$ cat src/hw/huff_pkg.sv
// huffman code builder package
// sizes, node and request types, phase and symbol encodings,
// and the per-mode order in which symbol codes are streamed out

package huff_pkg;

    // ====================
    // sizes
    // ====================
    localparam int NUM_SYMBOLS  = 8;
    localparam int NUM_MERGES   = 7;
    localparam int MAX_CODE_LEN = 7;
    localparam int EMIT_COUNT   = 5;

    // ====================
    // types
    // ====================
    typedef logic [2:0]              in_weight_t;
    typedef logic [5:0]              weight_t;
    typedef logic [3:0]              node_id_t;
    typedef logic [MAX_CODE_LEN-1:0] code_t;
    typedef logic [2:0]              code_len_t;

    // leaf ids, A is the highest
    typedef enum logic [3:0] {
        sym_v = 4'd7,
        sym_o = 4'd8,
        sym_l = 4'd9,
        sym_i = 4'd10,
        sym_e = 4'd11,
        sym_c = 4'd12,
        sym_b = 4'd13,
        sym_a = 4'd14
    } symbol_e;

    typedef enum logic [1:0] {
        phase_idle,
        phase_load,
        phase_build,
        phase_emit
    } phase_e;

    typedef struct packed {
        node_id_t id;
        weight_t  weight;
    } node_t;

    typedef struct packed {
        symbol_e    sym;
        logic [2:0] bit_idx;
    } emit_req_t;

    // node ids
    localparam node_id_t FIRST_MERGE_ID = 4'd6;
    localparam node_id_t FIRST_LEAF_ID  = 4'd7;
    localparam node_id_t LAST_LEAF_ID   = 4'd14;

    // removed entry, outranks every live node
    localparam node_t DEAD_NODE = '{id: 4'hf, weight: 6'h3f};

    // symbol sent in a given slot of the output stream
    function automatic symbol_e emit_symbol(input logic mode, input logic [2:0] slot);
        symbol_e sym;
        if (!mode)
        begin
            case (slot)
                3'd0:    sym = sym_i;
                3'd1:    sym = sym_l;
                3'd2:    sym = sym_o;
                3'd3:    sym = sym_v;
                default: sym = sym_e;
            endcase
        end
        else
        begin
            case (slot)
                3'd0:    sym = sym_i;
                3'd1:    sym = sym_c;
                3'd2:    sym = sym_l;
                3'd3:    sym = sym_a;
                default: sym = sym_b;
            endcase
        end
        return sym;
    endfunction

endpackage
$ cat src/hw/huff_top.sv
// huffman encoder top
// takes eight 3-bit symbol weights and streams five huffman codes,
// root bit first, in the order picked by out_mode

`timescale 1ns/1ps

module huff_top
    import huff_pkg::*;
(
    input  logic       clk,
    input  logic       rst_n,
    input  logic       in_valid,
    input  logic       out_mode,
    input  logic [2:0] in_weight,
    output logic       out_valid,
    output logic       out_code
);

    logic      load_en;
    logic      merge_en;
    logic      emit_en;
    logic      step_clear;
    node_id_t  load_slot;
    node_id_t  merge_id;
    emit_req_t emit;
    code_len_t sym_len;

    huff_ctrl_fsm huff_ctrl_fsm_inst (
        .clk        (clk),
        .rst_n      (rst_n),
        .in_valid   (in_valid),
        .out_mode   (out_mode),
        .sym_len    (sym_len),
        .load_en    (load_en),
        .merge_en   (merge_en),
        .emit_en    (emit_en),
        .load_slot  (load_slot),
        .merge_id   (merge_id),
        .emit       (emit),
        .step_clear (step_clear),
        .out_valid  (out_valid)
    );

    // codes and masks are wiped whenever the controller sits idle
    huff_tree_builder huff_tree_builder_inst (
        .clk       (clk),
        .rst_n     (rst_n),
        .load_en   (load_en),
        .load_slot (load_slot),
        .in_weight (in_weight),
        .merge_en  (merge_en),
        .merge_id  (merge_id),
        .emit_en   (emit_en),
        .emit      (emit),
        .clear     (step_clear),
        .sym_len   (sym_len),
        .out_code  (out_code)
    );

endmodule

$ cat src/hw/huff_ctrl_fsm.sv
// phase controller
// idle -> load (8 weights) -> build (7 merges) -> emit (5 codes) -> idle
// steers the tree builder and derives slots, merge ids and bit indexes
// from the shared step counter

`timescale 1ns/1ps

module huff_ctrl_fsm
    import huff_pkg::*;
(
    input  logic      clk,
    input  logic      rst_n,
    input  logic      in_valid,
    input  logic      out_mode,
    input  code_len_t sym_len,
    output logic      load_en,
    output logic      merge_en,
    output logic      emit_en,
    output node_id_t  load_slot,
    output node_id_t  merge_id,
    output emit_req_t emit,
    output logic      step_clear,
    output logic      out_valid
);

    phase_e     phase;
    phase_e     phase_next;
    logic       mode;
    logic [2:0] slot;
    logic [3:0] step_limit;
    logic [3:0] step_count;
    logic       step_last;

    huff_step_counter huff_step_counter_inst (
        .clk   (clk),
        .rst_n (rst_n),
        .clear (step_clear),
        .limit (step_limit),
        .count (step_count),
        .last  (step_last)
    );

    // ====================
    // step control
    // ====================
    // hold the counter at zero while waiting for the first weight
    assign step_clear = (phase == phase_idle) && !in_valid;

    always_comb
    begin
        case (phase)
            phase_build: step_limit = 4'(NUM_MERGES - 1);
            phase_emit:  step_limit = {1'b0, sym_len} - 4'd1;
            default:     step_limit = 4'(NUM_SYMBOLS - 1);
        endcase
    end

    // first weight arrives while still idle
    assign load_en   = (phase == phase_load) || ((phase == phase_idle) && in_valid);
    assign load_slot = LAST_LEAF_ID - step_count;

    assign merge_en = (phase == phase_build);
    assign merge_id = FIRST_MERGE_ID - step_count;

    assign emit_en      = (phase == phase_emit);
    assign emit.sym     = emit_symbol(mode, slot);
    assign emit.bit_idx = step_count[2:0];

    // ====================
    // next phase
    // ====================
    always_comb
    begin
        phase_next = phase;
        case (phase)
            phase_idle:
                if (in_valid)
                    phase_next = phase_load;
            phase_load:
                if (step_last)
                    phase_next = phase_build;
            phase_build:
                if (step_last)
                    phase_next = phase_emit;
            phase_emit:
                if (step_last && (slot == 3'(EMIT_COUNT - 1)))
                    phase_next = phase_idle;
            default:
                phase_next = phase_idle;
        endcase
    end

    always_ff @(posedge clk or negedge rst_n)
    begin
        if (!rst_n)
        begin
            phase     <= phase_idle;
            mode      <= 1'b0;
            slot      <= '0;
            out_valid <= 1'b0;
        end
        else
        begin
            phase     <= phase_next;
            out_valid <= emit_en;
            // mode rides with the first weight
            if ((phase == phase_idle) && in_valid)
                mode <= out_mode;
            // next symbol after its last bit
            if (emit_en && step_last)
                slot <= (slot == 3'(EMIT_COUNT - 1)) ? 3'd0 : slot + 3'd1;
        end
    end

endmodule

$ cat src/hw/huff_tree_builder.sv
// huffman tree datapath
// holds the live node list with weights, the symbol masks of merged
// subtrees and the per-symbol codes and lengths; one merge per cycle,
// then serves code bits one at a time onto out_code

`timescale 1ns/1ps

module huff_tree_builder
    import huff_pkg::*;
(
    input  logic       clk,
    input  logic       rst_n,
    input  logic       load_en,
    input  node_id_t   load_slot,
    input  in_weight_t in_weight,
    input  logic       merge_en,
    input  node_id_t   merge_id,
    input  logic       emit_en,
    input  emit_req_t  emit,
    input  logic       clear,
    output code_len_t  sym_len,
    output logic       out_code
);

    typedef logic [NUM_SYMBOLS-1:0] sym_mask_t;

    node_t      nodes [NUM_SYMBOLS];
    node_t      lowest;
    node_t      second;
    weight_t    merged_weight;
    sym_mask_t  sub_mask [NUM_MERGES];
    sym_mask_t  low_mask;
    sym_mask_t  sec_mask;
    code_t      code [NUM_SYMBOLS];
    code_len_t  code_len [NUM_SYMBOLS];
    logic [2:0] load_idx;
    logic [2:0] emit_idx;

    huff_node_sorter huff_node_sorter_inst (
        .nodes  (nodes),
        .lowest (lowest),
        .second (second)
    );

    function automatic sym_mask_t leaf_mask(input node_id_t id);
        return NUM_SYMBOLS'(1) << (id - FIRST_LEAF_ID);
    endfunction

    assign load_idx      = 3'(load_slot - FIRST_LEAF_ID);
    assign emit_idx      = 3'(emit.sym - FIRST_LEAF_ID);
    assign merged_weight = lowest.weight + second.weight;
    assign sym_len       = code_len[emit_idx];

    // symbols under each of the two merged nodes
    always_comb
    begin
        if (lowest.id >= FIRST_LEAF_ID)
            low_mask = leaf_mask(lowest.id);
        else
            low_mask = sub_mask[lowest.id[2:0]];
        if (second.id >= FIRST_LEAF_ID)
            sec_mask = leaf_mask(second.id);
        else
            sec_mask = sub_mask[second.id[2:0]];
    end

    // ====================
    // node list
    // ====================
    // merged node takes the slot of the lowest, second slot is retired
    always_ff @(posedge clk)
    begin
        if (load_en)
            nodes[load_idx] <= '{id: load_slot, weight: weight_t'(in_weight)};
        else if (merge_en)
        begin
            for (int k = 0; k < NUM_SYMBOLS; k++)
            begin
                if (nodes[k].id == lowest.id)
                    nodes[k] <= '{id: merge_id, weight: merged_weight};
                else if (nodes[k].id == second.id)
                    nodes[k] <= DEAD_NODE;
            end
        end
    end

    always_ff @(posedge clk)
    begin
        if (clear)
        begin
            for (int m = 0; m < NUM_MERGES; m++)
                sub_mask[m] <= '0;
        end
        else if (merge_en)
            sub_mask[merge_id[2:0]] <= low_mask | sec_mask;
    end

    // ====================
    // codes and lengths
    // ====================
    // new bit enters at the lsb, so the root bit ends up at bit 0
    always_ff @(posedge clk)
    begin
        if (clear)
        begin
            for (int s = 0; s < NUM_SYMBOLS; s++)
                code[s] <= '0;
        end
        else if (merge_en)
        begin
            for (int s = 0; s < NUM_SYMBOLS; s++)
            begin
                if (low_mask[s])
                    code[s] <= {code[s][MAX_CODE_LEN-2:0], 1'b1};
                else if (sec_mask[s])
                    code[s] <= {code[s][MAX_CODE_LEN-2:0], 1'b0};
            end
        end
    end

    always_ff @(posedge clk or negedge rst_n)
    begin
        if (!rst_n)
        begin
            for (int s = 0; s < NUM_SYMBOLS; s++)
                code_len[s] <= '0;
        end
        else if (clear)
        begin
            for (int s = 0; s < NUM_SYMBOLS; s++)
                code_len[s] <= '0;
        end
        else if (merge_en)
        begin
            for (int s = 0; s < NUM_SYMBOLS; s++)
            begin
                if (low_mask[s] || sec_mask[s])
                    code_len[s] <= code_len[s] + 3'd1;
            end
        end
    end

    // output bit, low outside the stream
    always_ff @(posedge clk or negedge rst_n)
    begin
        if (!rst_n)
            out_code <= 1'b0;
        else if (emit_en)
            out_code <= code[emit_idx][emit.bit_idx];
        else
            out_code <= 1'b0;
    end

endmodule

$ cat src/hw/huff_node_sorter.sv
// node ranking network
// ranks eight nodes by descending weight, higher id first on a tie,
// and returns the last and second-to-last ranked nodes

`timescale 1ns/1ps

module huff_node_sorter
    import huff_pkg::*;
(
    input  node_t nodes [NUM_SYMBOLS],
    output node_t lowest,
    output node_t second
);

    // number of nodes ranked above each entry
    logic [2:0] rank [NUM_SYMBOLS];

    function automatic logic outranks(input node_t a, input node_t b);
        return (a.weight > b.weight) || ((a.weight == b.weight) && (a.id > b.id));
    endfunction

    // ====================
    // pairwise compare
    // ====================
    always_comb
    begin
        for (int i = 0; i < NUM_SYMBOLS; i++)
        begin
            rank[i] = '0;
            for (int j = 0; j < NUM_SYMBOLS; j++)
            begin
                if (outranks(nodes[j], nodes[i]))
                    rank[i] = rank[i] + 3'd1;
            end
        end
    end

    // dead entries tie among themselves but always sit on top,
    // so the two bottom ranks are unique while two live nodes remain
    always_comb
    begin
        lowest = DEAD_NODE;
        second = DEAD_NODE;
        for (int i = 0; i < NUM_SYMBOLS; i++)
        begin
            if (rank[i] == 3'(NUM_SYMBOLS - 1))
                lowest = nodes[i];
            if (rank[i] == 3'(NUM_SYMBOLS - 2))
                second = nodes[i];
        end
    end

endmodule

$ cat src/hw/huff_step_counter.sv
// step counter
// counts up each cycle and flags the cycle where it reaches the limit,
// then wraps to zero on its own; one counter serves load, build and emit

`timescale 1ns/1ps

module huff_step_counter (
    input  logic       clk,
    input  logic       rst_n,
    input  logic       clear,
    input  logic [3:0] limit,
    output logic [3:0] count,
    output logic       last
);

    assign last = (count == limit);

    always_ff @(posedge clk or negedge rst_n)
    begin
        if (!rst_n)
            count <= '0;
        else if (clear || last)
            count <= '0;
        else
            count <= count + 4'd1;
    end

endmodule

$ cat config.mk
export PLATFORM = sky130hd
export DESIGN_NAME = huff_top
export DESIGN_NICKNAME = d
export VERILOG_FILES = /design/src/hw/huff_pkg.sv /design/src/hw/huff_top.sv /design/src/hw/huff_ctrl_fsm.sv /design/src/hw/huff_tree_builder.sv /design/src/hw/huff_node_sorter.sv /design/src/hw/huff_step_counter.sv
export SDC_FILE = /design/constraint.sdc
export NUM_CORES = 1
export LEC_CHECK = 0
export BUFFER_PORTS_ARGS = -buffer_cell sky130_fd_sc_hd__buf_4
export CELL_PAD_IN_SITES_DETAIL_PLACEMENT = 1
export CELL_PAD_IN_SITES_GLOBAL_PLACEMENT = 1
export CORE_AREA = 10 10 237 239
export CTS_CLUSTER_DIAMETER = 120
export DETAILED_ROUTE_END_ITERATION = 6
export DIE_AREA = 0 0 247 249
export MAX_ROUTING_LAYER = met4
export PLACE_DENSITY_LB_ADDON = 0.1
export SLEW_MARGIN = 20
export SYNTH_ARGS = -nofsm -noshare
export SYNTH_HDL_FRONTEND = slang
export SYNTH_SLANG_ARGS = --single-unit
$ cat constraint.sdc
create_clock -name clk -period 8.2 [get_ports clk]
set_input_delay 0 -clock clk [delete_from_list [all_inputs] [get_ports clk]]
set_output_delay 0 -clock clk [all_outputs]
set_load 0.05 [all_outputs]
==> qor.yml, run 1 <==
cts_buffers: 25
cp_common_cell: "ha_1"
layout.nets: 3493
num_io_pins: 9
critPathLaunchType: "flop"
violations: "setup timing"
rows: 83
wirelength_um: 115000
ys_types: 99
rsz0062_at_grt: "yes"
worst_slack_ps: -36.2
maxSlewViolCount: 0
critPathSlowestCell: "edfxtp_1"
syn_area_um2: 23800
gp_congestion: 1.04
final-instance-count-excl-fill: 3831
synth_seq_area_share_pct: 27.7
cpPeakStageDelay_ps: 410
drcViolationCount: 0
grt_pass1_wl_um: 163000
die_h_um: 249
grt_max_degree: 48
grt_antenna_before_repair: 3
arrival_ps: 8530
via_per_inst: 6.51
vias: 24900
grt_overflow: 0
ys_top_cells_by_count: "ha_1 (355), nand2_1 (226), nor2_1 (209)"
fmax_mhz: 121
critical_path_class: "flop to flop"
yosys_warnings: 0
tightestPinTransition_ps: 1130
relSlewSlack_pct: 24.7
synth_seq_cells: 228
grt_use_total_pct: 36.1
nFillCells: 5804
drt-initial-drc-count: 1866
critPathBufInv: 3
netlist_top_cells_area: "edfxtp_1 (23%), ha_1 (19%), a21oi_1 (4.0%), dfrtp_1 (3.8%), nand2_1 (3.6%)"
layout-drive-gt1-share_pct: 29.8
post-route-min-period_ps: 8240
maxCapViolations: 0
multi_input_area_um2: 17500
yosysMostFrequentCell: "ha_1"
hold_viol: 0
io_buffers: 8
die_x_um: 247
cp_max_fo: 8
cp_top_family: "compound AO/OA/AOI/OAI gates"
cts_sinks: 228
cts_tree: "done"
regArea_um2: 6590
first_pass_iters: 5
path_clk_slew_ps: 70
dp_hpwl_um: 87800
netlist.area_leader.share_pct: 23.2
cts_buffer_depth: 3
required_ps: 8490
dp_cells: 3710
die_area_um2: 61500
synthFlopType: "edfxtp_1"
min_period_over_period_pct: 100
crit_path_end_kind: "flop"
cts-root-buf: "clkbuf_16"
yosysTopAreaCell: "edfxtp_1"
netlist_instances: 2628
ant_nets: 0
async_flop_share_pct: 15.8
setup_viol: 6
finalClockSkew_ps: 30.1
start_util_pct: 46.5
hp-class: "input pin to flop"
drt-wirelength-per-cell_um: 30.1
place_ws_ps: -513
htreeDepth: 1
holdWs_ps: 11.6
syn_avg_cell_area_um2: 9.06
grt_pass1_vias: 25800
core_um2: 51200
clkLatencyLatePin_ps: 570
synth_nets: 2991
area_growth_pct: 30.5
status: "finished, violations left"
synth-edff-count: 184
## placed cells by master (no fill, tap or decap), types with 17 or more instances in the layout
cell,netlist,layout
mux2i_1,42,36
xor2_1,21,19
buf_4,7,516
nand3_1,75,69
nor2_1,209,195
a211oi_2,3,25
inv_1,161,153
o211ai_1,47,47
mux4_2,22,22
a211o_1,19,19
a21o_1,50,48
o22ai_1,22,20
buf_12,0,22
dfrtp_1,36,36
buf_6,5,20
nor2b_1,37,32
a21oi_1,192,159
a21oi_2,2,31
and2_1,67,58
nor3_1,41,32
nand2b_1,31,28
a211oi_1,55,30
ha_1,355,332
clkbuf_16,0,26
a21boi_0,20,17
ha_4,0,21
xnor2_1,91,86
o21ai_0,103,81
mux2_2,22,18
nand2_1,226,209
nand4_1,40,40
a31oi_1,21,21
edfxtp_1,184,184
## cells by family (layout without fill, tap and decap cells)
family	after synthesis	in the layout	synth area share, %
buffers and inverters	256	776	4.43
other	0	3	0
adders and majority gates	356	356	18.7
AOI/OAI and AO/OA	729	729	21.1
DFF	228	228	27.7
muxes	86	86	4.89
and+or+nand+nor	843	843	17.5
xor gates and xnor gates	130	130	5.67
## routing by layer
metal	share of wire (%)	vias up	global-route usage [%]
met5	0	-	-
met1	37	12400	39.8
met2	48	1085	59.6
met3	6.3	500	5.32
li1	-	10900	-
met4	8.7	0	24.5
## worst paths after layout
path	slack [ps]	startpoint	to	cells past startpoint
hold / removal	10	in_weight[1]	huff_tree_builder_inst.nodes[41]	4
min in group asynchronous	510	rst_n	huff_tree_builder_inst.code_len[1]	4
max in group asynchronous	7470	rst_n	huff_tree_builder_inst.code_len[21]	4
setup reg to reg	-40	huff_tree_builder_inst.nodes[67]	huff_tree_builder_inst.nodes[15]	45
hold reg to reg	500	huff_tree_builder_inst.sub_mask[6][2]	huff_tree_builder_inst.sub_mask[6][2]	2
setup / recovery	-40	huff_tree_builder_inst.nodes[67]	huff_tree_builder_inst.nodes[15]	45
## area by class of cell
cell class / instances / area share [%]
clock inverter: 12 / 0.379
sequential: 228 / 21.2
multi-input combinational: 2144 / 56.4
inverter: 162 / 1.96
tap: 680 / 2.74
timing repair buffer: 569 / 15.0
antenna: 3 / 0.0242
clock buffer: 33 / 2.27
## flip-flops by register name, indices dropped and copies added (netlist names)
name,count
huff_ctrl_fsm_inst.slot,3
huff_tree_builder_inst.sub_mask,56
huff_ctrl_fsm_inst.huff_step_counter_inst.count,4
huff_ctrl_fsm_inst.mode,1
huff_tree_builder_inst.out_code,1
huff_tree_builder_inst.code_len,24
huff_ctrl_fsm_inst.phase,2
huff_tree_builder_inst.nodes,80
huff_tree_builder_inst.code,56
huff_ctrl_fsm_inst.out_valid,1
## worst reg2reg max path, delay by kind of cell (launching register included)
family | cells | cell delay (ps)
buffers and inverters | 3 | 390
AOI/OAI and AO/OA | 20 | 2980
muxes | 2 | 420
DFF | 1 | 410
xor gates and xnor gates | 2 | 270
adders and majority gates | 7 | 1980
and+or+nand+nor | 11 | 1510
## stage by stage
| stage | util (%) | setup TNS (ps) | cell area [um2] |
|---|---|---|---|
| global route | 60.7 | -38270 | 31100 |
| detailed placement | 55.2 | -71470 | 28200 |
| CTS | 57.5 | -5.79 | 29400 |
| global placement | 55.2 | -32610 | 28200 |
| floorplan | - | 0 | 23800 |
| finish | 60.7 | -140 | 31100 |
## what timing repair did
action                                 CTS  global route
endpoints found under the hold margin   40             0
pin swaps                                9           117
gates cloned                             0             4
setup buffers                            7            56
hold buffers                             7             0
setup endpoints to repair              278           335
gates resized for setup                 69           253
Power of run 1 is left out: the tool's default activity adds up to more than one toggle a clock period on the data nets, which glitch-free logic cannot reach.
==> inputs of run 2 (changes only) <==
- RECOVER_POWER: unset -> 50
==> qor.yml, run 2 (synthesis results as in run 1) <==
status: "finished, violations left"  # unchanged
violations: "capacitance limit, slew limit, setup timing"  # was setup timing
grt_antenna_before_repair: 3  # unchanged
grt_pass1_vias: 25800  # unchanged
fmax_mhz: 122  # was 121 MHz
vias: 24900  # about the same
tightestPinTransition_ps: 2200  # was 1130 ps
cp_max_fo: 8  # unchanged
maxCapViolations: 2  # was 0
rows: 83  # unchanged
drt-wirelength-per-cell_um: 30.0  # was 30.1 um
crit_path_end_kind: "flop"  # unchanged
hold_viol: 0  # unchanged
die_h_um: 249  # unchanged
min_period_over_period_pct: 100  # about the same
final_common_cell: "buf_4"  # unchanged
final_cell_mix: "buf_4 (512), ha_1 (332), nand2_1 (209)"  # was buf_4 (516), ha_1 (332), nand2_1 (209)
required_ps: 8490  # about the same
worst_slack_ps: -26.1  # was -36.2 ps
first_pass_iters: 5  # unchanged
holdWs_ps: 15.1  # was 11.6 ps
critPathBufInv: 3  # unchanged
via_per_inst: 6.51  # about the same
grt_max_degree: 48  # unchanged
critical_path_class: "flop to flop"  # unchanged
dp_hpwl_um: 87800  # unchanged
finalClockSkew_ps: 28.0  # was 30.1 ps
post-route-min-period_ps: 8230  # was 8240 ps
largest_reg_flops: 80  # unchanged
cts_buffers: 25  # unchanged
num_io_pins: 9  # unchanged
drcViolationCount: 0  # unchanged
cp_common_cell: "ha_1"  # unchanged
maxSlewViolCount: 51  # was 0
cts_tree: "done"  # unchanged
hp-class: "input pin to flop"  # unchanged
setup_viol: 6  # unchanged
cp_top_family: "compound AO/OA/AOI/OAI gates"  # unchanged
path_clk_slew_ps: 70  # about the same
die_area_um2: 61500  # unchanged
reg2regPathDepth: 45  # unchanged
relSlewSlack_pct: -47.0  # was 24.7%
hold_depth: 4  # unchanged
clkLatencyLatePin_ps: 560  # was 570 ps
grt_use_total_pct: 36.1  # unchanged
core_um2: 51200  # unchanged
rsz0062_at_grt: "yes"  # unchanged
path_depth: 45  # unchanged
nFillCells: 5807  # was 5804
cts-root-buf: "clkbuf_16"  # unchanged
layout-drive-gt1-share_pct: 29.5  # was 29.8%
ant_nets: 0  # unchanged
start_util_pct: 46.5  # unchanged
wirelength_um: 115000  # about the same
io_buffers: 8  # unchanged
grt_overflow: 0  # unchanged
reg_top3: "huff_tree_builder_inst.nodes: 80 flops, huff_tree_builder_inst.code: 56 flops, huff_tree_builder_inst.sub_mask: 56 flops"  # unchanged
critPathLaunchType: "flop"  # unchanged
drt-initial-drc-count: 1862  # was 1866
r2r_slack_ps: -30  # was -40 ps
top_register: "huff_tree_builder_inst.nodes"  # unchanged
critPathSlowestCell: "edfxtp_1"  # unchanged
grt_pass1_wl_um: 163000  # unchanged
cpPeakStageDelay_ps: 410  # about the same
layout.nets: 3493  # unchanged
htreeDepth: 1  # unchanged
area_growth_pct: 30.4  # was 30.5%
cts_sinks: 228  # unchanged
cts_buffer_depth: 3  # unchanged
die_x_um: 247  # unchanged
arrival_ps: 8520  # was 8530 ps
gp_congestion: 1.04  # unchanged
[run 2: cell count changes in the layout (fill, tap and decap cells not counted), sizes merged]
cell / previous run / this run
buf: 561 / 556
clkbuf: 35 / 40
[run 2: worst register-to-register path, delay by kind of cell, from the launching register on]
| family | cells | cell delay (ps) |
|---|---|---|
| adders and majority gates | 7 | 1980 |
| buffers and inverters | 3 | 390 |
| xor gates and xnor gates | 2 | 270 |
| and+or+nand+nor | 11 | 1500 |
| AOI/OAI and AO/OA | 20 | 2990 |
| DFF | 1 | 410 |
| muxes | 2 | 420 |
[run 2: timing repair]
action	4_1_cts	5_1_grt
gates cloned	0	4
endpoints found under the setup margin	278	335
buffers inserted	7	56
hold buffers	7	0
hold endpoints to repair	40	0
resized for setup	69	253
pin swaps	9	117
[run 2: routing by layer]
metal | share of wire [%] | GRT usage [%] | vias to the layer above
met2 | 48 | 59.6 | 1140
met1 | 37 | 39.8 | 12400
met4 | 8.7 | 24.5 | 0
met5 | 0 | - | -
met3 | 6.8 | 5.32 | 499
li1 | - | - | 10900
[run 2: path summary, 6_finish.rpt]
| path | startpoint | end |
|---|---|---|
| max in group asynchronous | rst_n | huff_tree_builder_inst.code_len[23] |
| min in group asynchronous | rst_n | huff_ctrl_fsm_inst.slot[2] |
| hold / removal | in_weight[1] | huff_tree_builder_inst.nodes[41] |
| setup reg to reg | huff_tree_builder_inst.nodes[67] | huff_tree_builder_inst.nodes[15] |
| hold reg to reg | huff_tree_builder_inst.sub_mask[6][2] | huff_tree_builder_inst.sub_mask[6][2] |
| setup / recovery | huff_tree_builder_inst.nodes[67] | huff_tree_builder_inst.nodes[15] |
[run 2: through the flow]
stage	setup WS (ps)	util (%)	std cells	area [um2]	setup TNS [ps]
2_1_floorplan	16.4	-	2628	23800	0
3_3_place_gp	-438	55.2	3710	28200	-32610
3_5_place_dp	-513	55.2	3710	28200	-71470
4_1_cts	-5.06	57.5	3769	29400	-5.79
5_1_grt	-298	60.6	3831	31000	-37800
6_report	-26.1	60.6	3831	31000	-85.2
[run 2: area by class of cell]
type	instances	area (um2)	area share, %
repair buffers	569	4630	14.9
flip-flops and latches	228	6590	21.2
inverters	162	608	1.96
clock buffers	33	706	2.27
diodes	3	7.51	0.0242
multi-input cells	2144	17500	56.5
clock inverters	12	118	0.379
well taps	680	851	2.74
Power of run 2 is left out for the same reason.
